==> src/include/keyer_cfg.svh <==
// ----------------------------------------------------------------------
// iambic keyer configuration
// fixed widths and time base constants shared by rtl and testbench
// ----------------------------------------------------------------------
`ifndef KEYER_CFG_SVH
`define KEYER_CFG_SVH

// ----------------------------------------------------------------------
// time base
// ----------------------------------------------------------------------
`define KEYER_CLK_PER_MS 8        // clk cycles per 1 ms tick, 48000 on hw

// ----------------------------------------------------------------------
// paddle capture
// ----------------------------------------------------------------------
`define KEYER_REJECT_MS 5         // closed ticks before pressed, max 14
`define KEYER_ADJ_MS 2            // added to quarter dot capture window

// ----------------------------------------------------------------------
// sidetone
// ----------------------------------------------------------------------
`define KEYER_PHASE_W 16          // phase accumulator width

`endif

==> src/rtl/keyer_ctrl_pkg.sv <==
// ----------------------------------------------------------------------
// keyer control types
// sequencer states and paddle debouncer control
// ----------------------------------------------------------------------
`default_nettype none

package keyer_ctrl_pkg;

  // iambic sequencer states
  typedef enum logic [2:0] {
    RX       = 3'd0,  // idle, tx off
    DOT_PRE  = 3'd1,  // relay lead before a dot
    DOT_ON   = 3'd2,
    DOT_OFF  = 3'd3,  // space after dot
    DASH_PRE = 3'd4,  // relay lead before a dash
    DASH_ON  = 3'd5,
    DASH_OFF = 3'd6,  // space after dash
    TR_DLY   = 3'd7   // break-in hang
  } keyer_state_e;

  // per paddle count control from the sequencer
  typedef struct packed {
    logic clear;  // zero the count
    logic hold;   // freeze the count
  } paddle_ctrl_t;

  // paddle index, also the debouncer loop index
  typedef enum int {
    DOT  = 0,
    DASH = 1
  } paddle_idx_e;

endpackage

`default_nettype wire

==> src/rtl/keyer_time_pkg.sv <==
// ----------------------------------------------------------------------
// keyer timing types
// millisecond durations, sidetone phase and the host timing settings
// ----------------------------------------------------------------------
`default_nettype none

`include "keyer_cfg.svh"

package keyer_time_pkg;

  // duration in 1 ms ticks
  typedef logic [9:0] ms_t;

  // sidetone phase or per-clk phase step
  typedef logic [`KEYER_PHASE_W-1:0] phase_t;

  // host supplied keying times, quasi-static
  // only changed while tx_en is low
  typedef struct packed {
    ms_t dot_ms;       // dot width
    ms_t dash_adj_ms;  // dash weight on top of 3 dots
    ms_t breakin_ms;   // tx hang after last element
    ms_t relay_ms;     // tx_en lead over first key_on
  } key_timing_t;

endpackage

`default_nettype wire

==> src/rtl/cw_keyer_top.sv <==
// ----------------------------------------------------------------------
// iambic cw keyer top
// tick generator, paddle debouncers, sequencer and sidetone
// ----------------------------------------------------------------------
`timescale 1ns/1ps
`default_nettype none

module cw_keyer_top (
  input  logic                        clk,
  input  logic                        rstb,
  input  logic                        paddle_dot_n,   // active low
  input  logic                        paddle_dash_n,  // active low
  input  keyer_time_pkg::key_timing_t timing,
  input  keyer_time_pkg::phase_t      tone_step,
  output logic                        tx_en,          // ptt
  output logic                        key_on,         // carrier key
  output logic                        sidetone,
  output logic                        tick_1ms
);

  import keyer_ctrl_pkg::*;

  logic [1:0]   paddle_n;   // by paddle_idx_e
  logic [1:0]   pressed;
  paddle_ctrl_t ctrl [2];

  assign paddle_n[DOT]  = paddle_dot_n;
  assign paddle_n[DASH] = paddle_dash_n;

  // ----------------------------------------------------------------------
  // 1 ms time base
  // ----------------------------------------------------------------------
  ms_tick_gen tick_i (
    .clk      (clk),
    .rstb     (rstb),
    .tick_1ms (tick_1ms)
  );

  // one debouncer per paddle
  for (genvar i = int'(DOT); i <= int'(DASH); i++) begin : debounce_g
    paddle_debounce debounce_i (
      .clk      (clk),
      .rstb     (rstb),
      .tick     (tick_1ms),
      .paddle_n (paddle_n[i]),
      .ctrl     (ctrl[i]),
      .pressed  (pressed[i])
    );
  end

  // ----------------------------------------------------------------------
  // sequencer and sidetone
  // ----------------------------------------------------------------------
  iambic_sequencer seq_i (
    .clk       (clk),
    .rstb      (rstb),
    .tick      (tick_1ms),
    .timing    (timing),
    .dot_on    (pressed[DOT]),
    .dash_on   (pressed[DASH]),
    .dot_ctrl  (ctrl[DOT]),
    .dash_ctrl (ctrl[DASH]),
    .tx_en     (tx_en),
    .key_on    (key_on)
  );

  sidetone_gen tone_i (
    .clk       (clk),
    .rstb      (rstb),
    .key_on    (key_on),
    .tone_step (tone_step),
    .sidetone  (sidetone)
  );

endmodule

`default_nettype wire

==> src/rtl/iambic_sequencer.sv <==
// ----------------------------------------------------------------------
// iambic keyer sequencer
// turns debounced paddles into timed dots and dashes, drives tx_en with
// relay lead and break-in hang, and steers the paddle debouncers
// ----------------------------------------------------------------------
`timescale 1ns/1ps
`default_nettype none

`include "keyer_cfg.svh"

module iambic_sequencer (
  input  logic                         clk,
  input  logic                         rstb,
  input  logic                         tick,
  input  keyer_time_pkg::key_timing_t  timing,
  input  logic                         dot_on,     // debounced dot paddle
  input  logic                         dash_on,    // debounced dash paddle
  output keyer_ctrl_pkg::paddle_ctrl_t dot_ctrl,
  output keyer_ctrl_pkg::paddle_ctrl_t dash_ctrl,
  output logic                         tx_en,
  output logic                         key_on
);

  import keyer_time_pkg::*;
  import keyer_ctrl_pkg::*;

  keyer_state_e state;
  ms_t          delay;      // ticks left in state, minus one
  ms_t          dash_ms;    // 3 dots plus weight
  ms_t          win_ms;     // capture window, quarter dot plus adjust
  logic         expired;
  logic         early;      // more than the window left in state

  assign dash_ms = ms_t'(3 * timing.dot_ms + timing.dash_adj_ms);
  assign win_ms  = (timing.dot_ms >> 2) + ms_t'(`KEYER_ADJ_MS);
  assign expired = (delay == '0);
  assign early   = (delay >= win_ms);

  // ----------------------------------------------------------------------
  // state machine, a state loaded with D lasts D+1 ticks
  // ----------------------------------------------------------------------
  always_ff @(posedge clk or negedge rstb) begin
    if (!rstb) begin
      state <= RX;
      delay <= '0;
    end else if (tick) begin
      case (state)
        RX: begin
          if (dot_on) begin            // dot wins a tie
            state <= DOT_PRE;
            delay <= timing.relay_ms;
          end else if (dash_on) begin
            state <= DASH_PRE;
            delay <= timing.relay_ms;
          end
        end

        DOT_PRE: begin
          if (expired) begin
            state <= DOT_ON;
            delay <= timing.dot_ms;
          end else begin
            delay <= delay - 1'b1;
          end
        end

        DASH_PRE: begin
          if (expired) begin
            state <= DASH_ON;
            delay <= dash_ms;
          end else begin
            delay <= delay - 1'b1;
          end
        end

        DOT_ON, DASH_ON: begin
          if (expired) begin
            // element space is one dot either way
            state <= (state == DOT_ON) ? DOT_OFF : DASH_OFF;
            delay <= timing.dot_ms;
          end else begin
            delay <= delay - 1'b1;
          end
        end

        DOT_OFF: begin
          if (!expired) begin
            delay <= delay - 1'b1;
          end else if (dash_on) begin  // squeeze alternates
            state <= DASH_ON;
            delay <= dash_ms;
          end else if (dot_on) begin
            state <= DOT_ON;
            delay <= timing.dot_ms;
          end else begin
            state <= TR_DLY;
            delay <= timing.breakin_ms;
          end
        end

        DASH_OFF: begin
          if (!expired) begin
            delay <= delay - 1'b1;
          end else if (dot_on) begin   // squeeze alternates
            state <= DOT_ON;
            delay <= timing.dot_ms;
          end else if (dash_on) begin
            state <= DASH_ON;
            delay <= dash_ms;
          end else begin
            state <= TR_DLY;
            delay <= timing.breakin_ms;
          end
        end

        TR_DLY: begin
          // tx still on, so no relay lead when keying resumes
          if (expired) begin
            state <= RX;
          end else if (dot_on) begin
            state <= DOT_ON;
            delay <= timing.dot_ms;
          end else if (dash_on) begin
            state <= DASH_ON;
            delay <= dash_ms;
          end else begin
            delay <= delay - 1'b1;
          end
        end

        default: begin
          state <= RX;
          delay <= '0;
        end
      endcase
    end
  end

  // ----------------------------------------------------------------------
  // keying outputs, one tick behind the state
  // ----------------------------------------------------------------------
  always_ff @(posedge clk or negedge rstb) begin
    if (!rstb) begin
      tx_en  <= 1'b0;
      key_on <= 1'b0;
    end else if (tick) begin
      tx_en  <= (state != RX);
      key_on <= (state == DOT_ON) || (state == DASH_ON);
    end
  end

  // ----------------------------------------------------------------------
  // debouncer steering
  // ----------------------------------------------------------------------
  // own element wipes its paddle, the opposite one is wiped early in the
  // element and captured near its end; own space freezes early on
  assign dot_ctrl.clear  = (state == DOT_ON) || ((state == DASH_ON) && early);
  assign dot_ctrl.hold   = (state == DOT_OFF) && early;
  assign dash_ctrl.clear = (state == DASH_ON) || ((state == DOT_ON) && early);
  assign dash_ctrl.hold  = (state == DASH_OFF) && early;

endmodule

`default_nettype wire

==> src/rtl/ms_tick_gen.sv <==
// ----------------------------------------------------------------------
// 1 ms time base
// divides clk down to a single cycle strobe every KEYER_CLK_PER_MS
// ----------------------------------------------------------------------
`timescale 1ns/1ps
`default_nettype none

`include "keyer_cfg.svh"

module ms_tick_gen (
  input  logic clk,
  input  logic rstb,
  output logic tick_1ms
);

  localparam int CNT_W = $clog2(`KEYER_CLK_PER_MS);

  logic [CNT_W-1:0] div_cnt;   // cycles since last strobe
  logic             wrap;

  assign wrap = (div_cnt == CNT_W'(`KEYER_CLK_PER_MS - 1));

  // ----------------------------------------------------------------------
  // divider
  // ----------------------------------------------------------------------
  always_ff @(posedge clk or negedge rstb) begin
    if (!rstb) begin
      div_cnt <= '0;
    end else if (wrap) begin
      div_cnt <= '0;             // restart period
    end else begin
      div_cnt <= div_cnt + 1'b1;
    end
  end

  // registered strobe, first one KEYER_CLK_PER_MS cycles out of reset
  always_ff @(posedge clk or negedge rstb) begin
    if (!rstb) begin
      tick_1ms <= 1'b0;
    end else begin
      tick_1ms <= wrap;
    end
  end

endmodule

`default_nettype wire

==> src/rtl/paddle_debounce.sv <==
// ----------------------------------------------------------------------
// paddle contact debouncer
// counts closed ticks, pressed once KEYER_REJECT_MS consecutive closures
// ----------------------------------------------------------------------
`timescale 1ns/1ps
`default_nettype none

`include "keyer_cfg.svh"

module paddle_debounce (
  input  logic                         clk,
  input  logic                         rstb,
  input  logic                         tick,
  input  logic                         paddle_n,  // contact, active low
  input  keyer_ctrl_pkg::paddle_ctrl_t ctrl,
  output logic                         pressed
);

  localparam logic [3:0] REJECT = 4'(`KEYER_REJECT_MS);

  logic [3:0] close_cnt;   // consecutive closed ticks
  logic       saturated;

  assign saturated = (close_cnt == REJECT);

  // ----------------------------------------------------------------------
  // chatter rejection counter
  // ----------------------------------------------------------------------
  always_ff @(posedge clk or negedge rstb) begin
    if (!rstb) begin
      close_cnt <= '0;
    end else if (tick) begin
      if (ctrl.clear) begin
        close_cnt <= '0;               // sequencer wipes the capture
      end else if (!ctrl.hold && !saturated) begin
        if (!paddle_n) begin
          close_cnt <= close_cnt + 1'b1;
        end else begin
          close_cnt <= '0;             // bounce restarts the count
        end
      end
      // saturated count is the latched press, kept until cleared
    end
  end

  assign pressed = saturated;

endmodule

`default_nettype wire

==> src/rtl/sidetone_gen.sv <==
// ----------------------------------------------------------------------
// sidetone square wave generator
// phase accumulator gated by key_on, stops only at an msb transition
// so the tone never ends mid half cycle
// ----------------------------------------------------------------------
`timescale 1ns/1ps
`default_nettype none

module sidetone_gen (
  input  logic                   clk,
  input  logic                   rstb,
  input  logic                   key_on,
  input  keyer_time_pkg::phase_t tone_step,   // phase step per clk
  output logic                   sidetone
);

  import keyer_time_pkg::*;

  phase_t acc;        // tone phase
  logic   last_msb;   // msb one cycle back
  logic   gate;       // tone running
  logic   gate_nxt;
  logic   msb;
  logic   crossing;   // msb changed on last step

  assign msb      = acc[$bits(phase_t)-1];
  assign crossing = (msb != last_msb);
  assign gate_nxt = key_on || (gate && !crossing);  // drain to next crossing

  // ----------------------------------------------------------------------
  // accumulator and gate
  // ----------------------------------------------------------------------
  always_ff @(posedge clk or negedge rstb) begin
    if (!rstb) begin
      acc      <= '0;
      last_msb <= 1'b0;
      gate     <= 1'b0;
    end else begin
      if (gate_nxt) begin
        acc <= acc + tone_step;
      end
      last_msb <= msb;   // frozen acc leaves no stale crossing
      gate     <= gate_nxt;
    end
  end

  // square out, low whenever the gate is closing or closed
  always_ff @(posedge clk or negedge rstb) begin
    if (!rstb) begin
      sidetone <= 1'b0;
    end else begin
      sidetone <= gate_nxt && msb;
    end
  end

endmodule

`default_nettype wire

==> config.mk <==
export PLATFORM = sky130hd
export DESIGN_NAME = cw_keyer_top
export DESIGN_NICKNAME = d
export VERILOG_FILES = /design/src/rtl/keyer_ctrl_pkg.sv /design/src/rtl/keyer_time_pkg.sv /design/src/rtl/cw_keyer_top.sv /design/src/rtl/iambic_sequencer.sv /design/src/rtl/ms_tick_gen.sv /design/src/rtl/paddle_debounce.sv /design/src/rtl/sidetone_gen.sv
export VERILOG_INCLUDE_DIRS = /design/src /design/src/include
export SDC_FILE = /design/constraint.sdc
export NUM_CORES = 1
export LEC_CHECK = 0
export ABC_AREA = 1
export BUFFER_PORTS_ARGS = -buffer_cell sky130_fd_sc_hd__buf_2
export CORE_MARGIN = 2
export CORE_UTILIZATION = 30
export CTS_CLUSTER_SIZE = 28
export DETAILED_ROUTE_END_ITERATION = 10
export PLACE_DENSITY_LB_ADDON = 0.12
export SLEW_MARGIN = 20
export SYNTH_ARGS = -nofsm -noshare
export SYNTH_HDL_FRONTEND = slang
export SYNTH_SLANG_ARGS = --single-unit
==> constraint.sdc <==
create_clock -name clk -period 2.55 [get_ports clk]
set_input_delay 0.255 -clock clk [delete_from_list [all_inputs] [get_ports clk]]
set_output_delay 0.255 -clock clk [all_outputs]
set_load 0.1 [all_outputs]
==> impl_metrics.yaml <==
status:
  status: "finished, final reports clean"
worst_setup_path:
  crit_fanout: 5
  crit_path_end_kind: "register"
  startpoint_type: "input pin"
  crit_type: "in -> reg"
  required_ps: 2740
  arrival_ps: 2580
logic_synthesis:
  syn-num-nets: 902
  syn_area_sq_um: 5141
  syn_inst: 786
  synth_area_per_cell_sq_um: 6.541
  synth_edf_count: 0
  synthArstFlopShare_pct: 100.0
  synthFlopType: "dfrtp_1"
  ys_types: 47
  synth-seq-area-share_pct: 22.39
  synth-seq-cells: 46
  yosys_warnings: 0
grt:
  grt_pass1_wl_microns: 25890
  overflow: 0
  first_global_vias: 5182
  track_usage_pct: 18.00
  grt_max_degree: 23
  antenna_found_initial: 0
sta:
  min_period_ps: 2393
  drv_slew: 0
  finalSetupViolations: 0
  fin_tns_setup_ps: 0
  slew_headroom_pct: 53.83
  hold_violations: 0
  skew_ps: 5.623
  rsz0062_at_grt: "false"
  fin_crit_sh_pct: 93.86
  worst_pin_slew_ps: 691.8
  fmax_mhz: 417.8
routing:
  wirelength_microns: 15910
  dr.pass1.iters: 5
  drtAntennaViolNets: 0
  wl_per_cell_microns: 14.36
  routed-via-count: 5279
  post-route-drc-count: 0
  drt_iter0_drc: 336
  viasPerCell: 4.764
run:
  maxCapViolations: 0
final_layout:
  drive_gt1_share_pct: 16.33
  antenna_cells: 0
  mostFrequentLayoutCell: "nand2_1"
  syn_to_final_growth_pct: 19.47
  fill_cells: 1829
  final_cell_mix: "nand2_1 (245), inv_1 (80), nor2_1 (80), nand3_1 (73), buf_2 (63)"
  fin_nets: 1003
  instances_no_fill: 1108
placed_design:
  io_buffers: 63
  gp_congestion: 0.8709
  dp_cells: 1099
  dp_hpwl_microns: 12890
floorplanning:
  die_w_microns: 134.9
  die_area_sq_um: 18200
  pin_count: 64
  start_util_pct: 30.89
  placementRows: 47
  core-area_sq_um: 16640
  die_y_microns: 134.9
cts:
  cts_buffer_depth: 2
  cts_buffers: 5
  cts-htree-levels: 2
  cts_tree: "built"
  clkSinkCount: 46
  cts_setup_buffers: 0
  cts.clk_slew.worst_paths_ps: 70
  clk_latency_ps: 300
  root_buffer: "clkbuf_16"
worst_hold_path:
  hold_path.class: "in -> reg"
pwr:
  power_density_nw_per_um2: 396.3
  p_leak_nw: 3.154
  irDropWorstVdd_mv: 0.3623
[where the power goes]
part	internal [mW]	total (mW)	switching, mW
combinational	0.348	0.857	0.509
sequential	0.760	0.812	0.0520
clock	0.464	0.765	0.301
[worst paths after layout]
check | startpoint | to | slack (ps) | depth (start not counted)
setup / recovery | timing[32] | seq_i.delay[9] | 160 | 18
setup reg to reg | seq_i.delay[0] | seq_i.delay[8] | 260 | 15
min in group asynchronous | rstb | tone_i.acc[8] | 430 | 2
hold reg to reg | tick_i.div_cnt[0] | tick_i.div_cnt[0] | 420 | 1
max in group asynchronous | rstb | seq_i.delay[1] | 1460 | 3
hold / removal | timing[4] | seq_i.delay[4] | 280 | 5
[layer usage]
metal  track usage, %  vias up  part of all wire [%]
met2            29.75       96                    45
met3            2.890       15                   3.8
met4            4.444        0                   1.8
li1                 -     2779                     -
met1            24.54     2389                    49
met5                0        -                     0
[kinds of logic (layout without fill, tap and decap cells)]
family          count (synthesis)  count (layout)  share of synthesized area (%)
compound gates                124             124                          13.87
xor+xnor                       20              20                          3.407
buf+inv                       103             205                          8.688
simple gates                  437             437                          36.55
fa+ha+maj                      56              56                          15.09
flops                          46              46                          22.39
[cell usage after synthesis (2+ instances only)]
cell type	number	area, sq um
fa_1	10	200.2
o21ai_1	12	60.06
o31ai_1	4	30.03
ha_1	46	575.6
o21ai_0	42	210.2
xor2_1	13	113.9
nor2_4	3	33.78
o21bai_1	2	15.01
inv_2	7	26.28
nor2_2	2	12.51
nand3_2	2	20.02
o21a_1	6	45.04
nor3_1	5	25.02
a21o_1	4	30.03
inv_1	80	300.3
dfrtp_1	46	1151
o211ai_1	3	22.52
nand2_2	2	12.51
nand4_1	13	81.33
buf_6	6	67.56
a21oi_1	35	175.2
o22ai_1	2	12.51
clkbuf_1	4	15.01
a21boi_0	3	22.52
buf_4	2	15.01
xnor2_1	7	61.31
nand3_1	73	365.4
nand2_1	245	919.6
buf_2	2	10.01
nand3_4	2	35.03
or2_2	6	37.54
nor2_1	80	300.3
a31oi_1	3	18.77
[state kept, by name, summed over array words and instances (netlist names), 3 cells and up]
name and count:
seq_i.state 3, seq_i.delay 10, tone_i.acc 16, debounce_g.debounce_i.close_cnt 8
tick_i.div_cnt 3
[stage by stage]
stage / utilization (%) / power (mW) / worst slack [ps] / hold slack, ps / area, sq um
finish: 36.91 / 2.434 / 156.6 / 285.0 / 6142
CTS: 36.84 / 2.463 / 179.1 / 286.4 / 6131
floorplan: - / 1.354 / 211.4 / -40.59 / 5141
detailed placement: 35.78 / 1.673 / -136.6 / 224.6 / 5954
global placement: 35.78 / 1.676 / -139.7 / 226.8 / 5954
global route: 36.91 / 2.630 / 5.835 / 300.1 / 6142
[critical path, cell delays in order]
cell     delay, ps
buf_2          200
fa_1           490
ha_1           390
buf_4          160
nand3_1         80
nand3_1        140
nand2_1        120
nand2_1         60
nand2_1         70
nand3_1        120
nand2_1         90
nand2_1         50
nand2_1         50
nand3_1         90
nand2_1         70
nand2_1         40
nand2_1         50
nand2_1         50
[layout make-up]
type                            count  area (sq um)  area share (%)
Sequential cell                    46          1151           18.74
Multi-Input combinational cell    637          3555           57.87
Inverter                           89         339.1           5.520
Tap cell                          220         275.3           4.482
Timing Repair Buffer              108         655.6           10.67
Clock inverter                      2         37.54          0.6111
Clock buffer                        6         128.9           2.098
[what timing repair did]
action	in CTS	in global routing
gates resized for setup	0	2
hold buffers	1	0
endpoints found under the setup margin	0	2
endpoints found under the hold margin	15	0
Power figures use the tool's default switching activity.
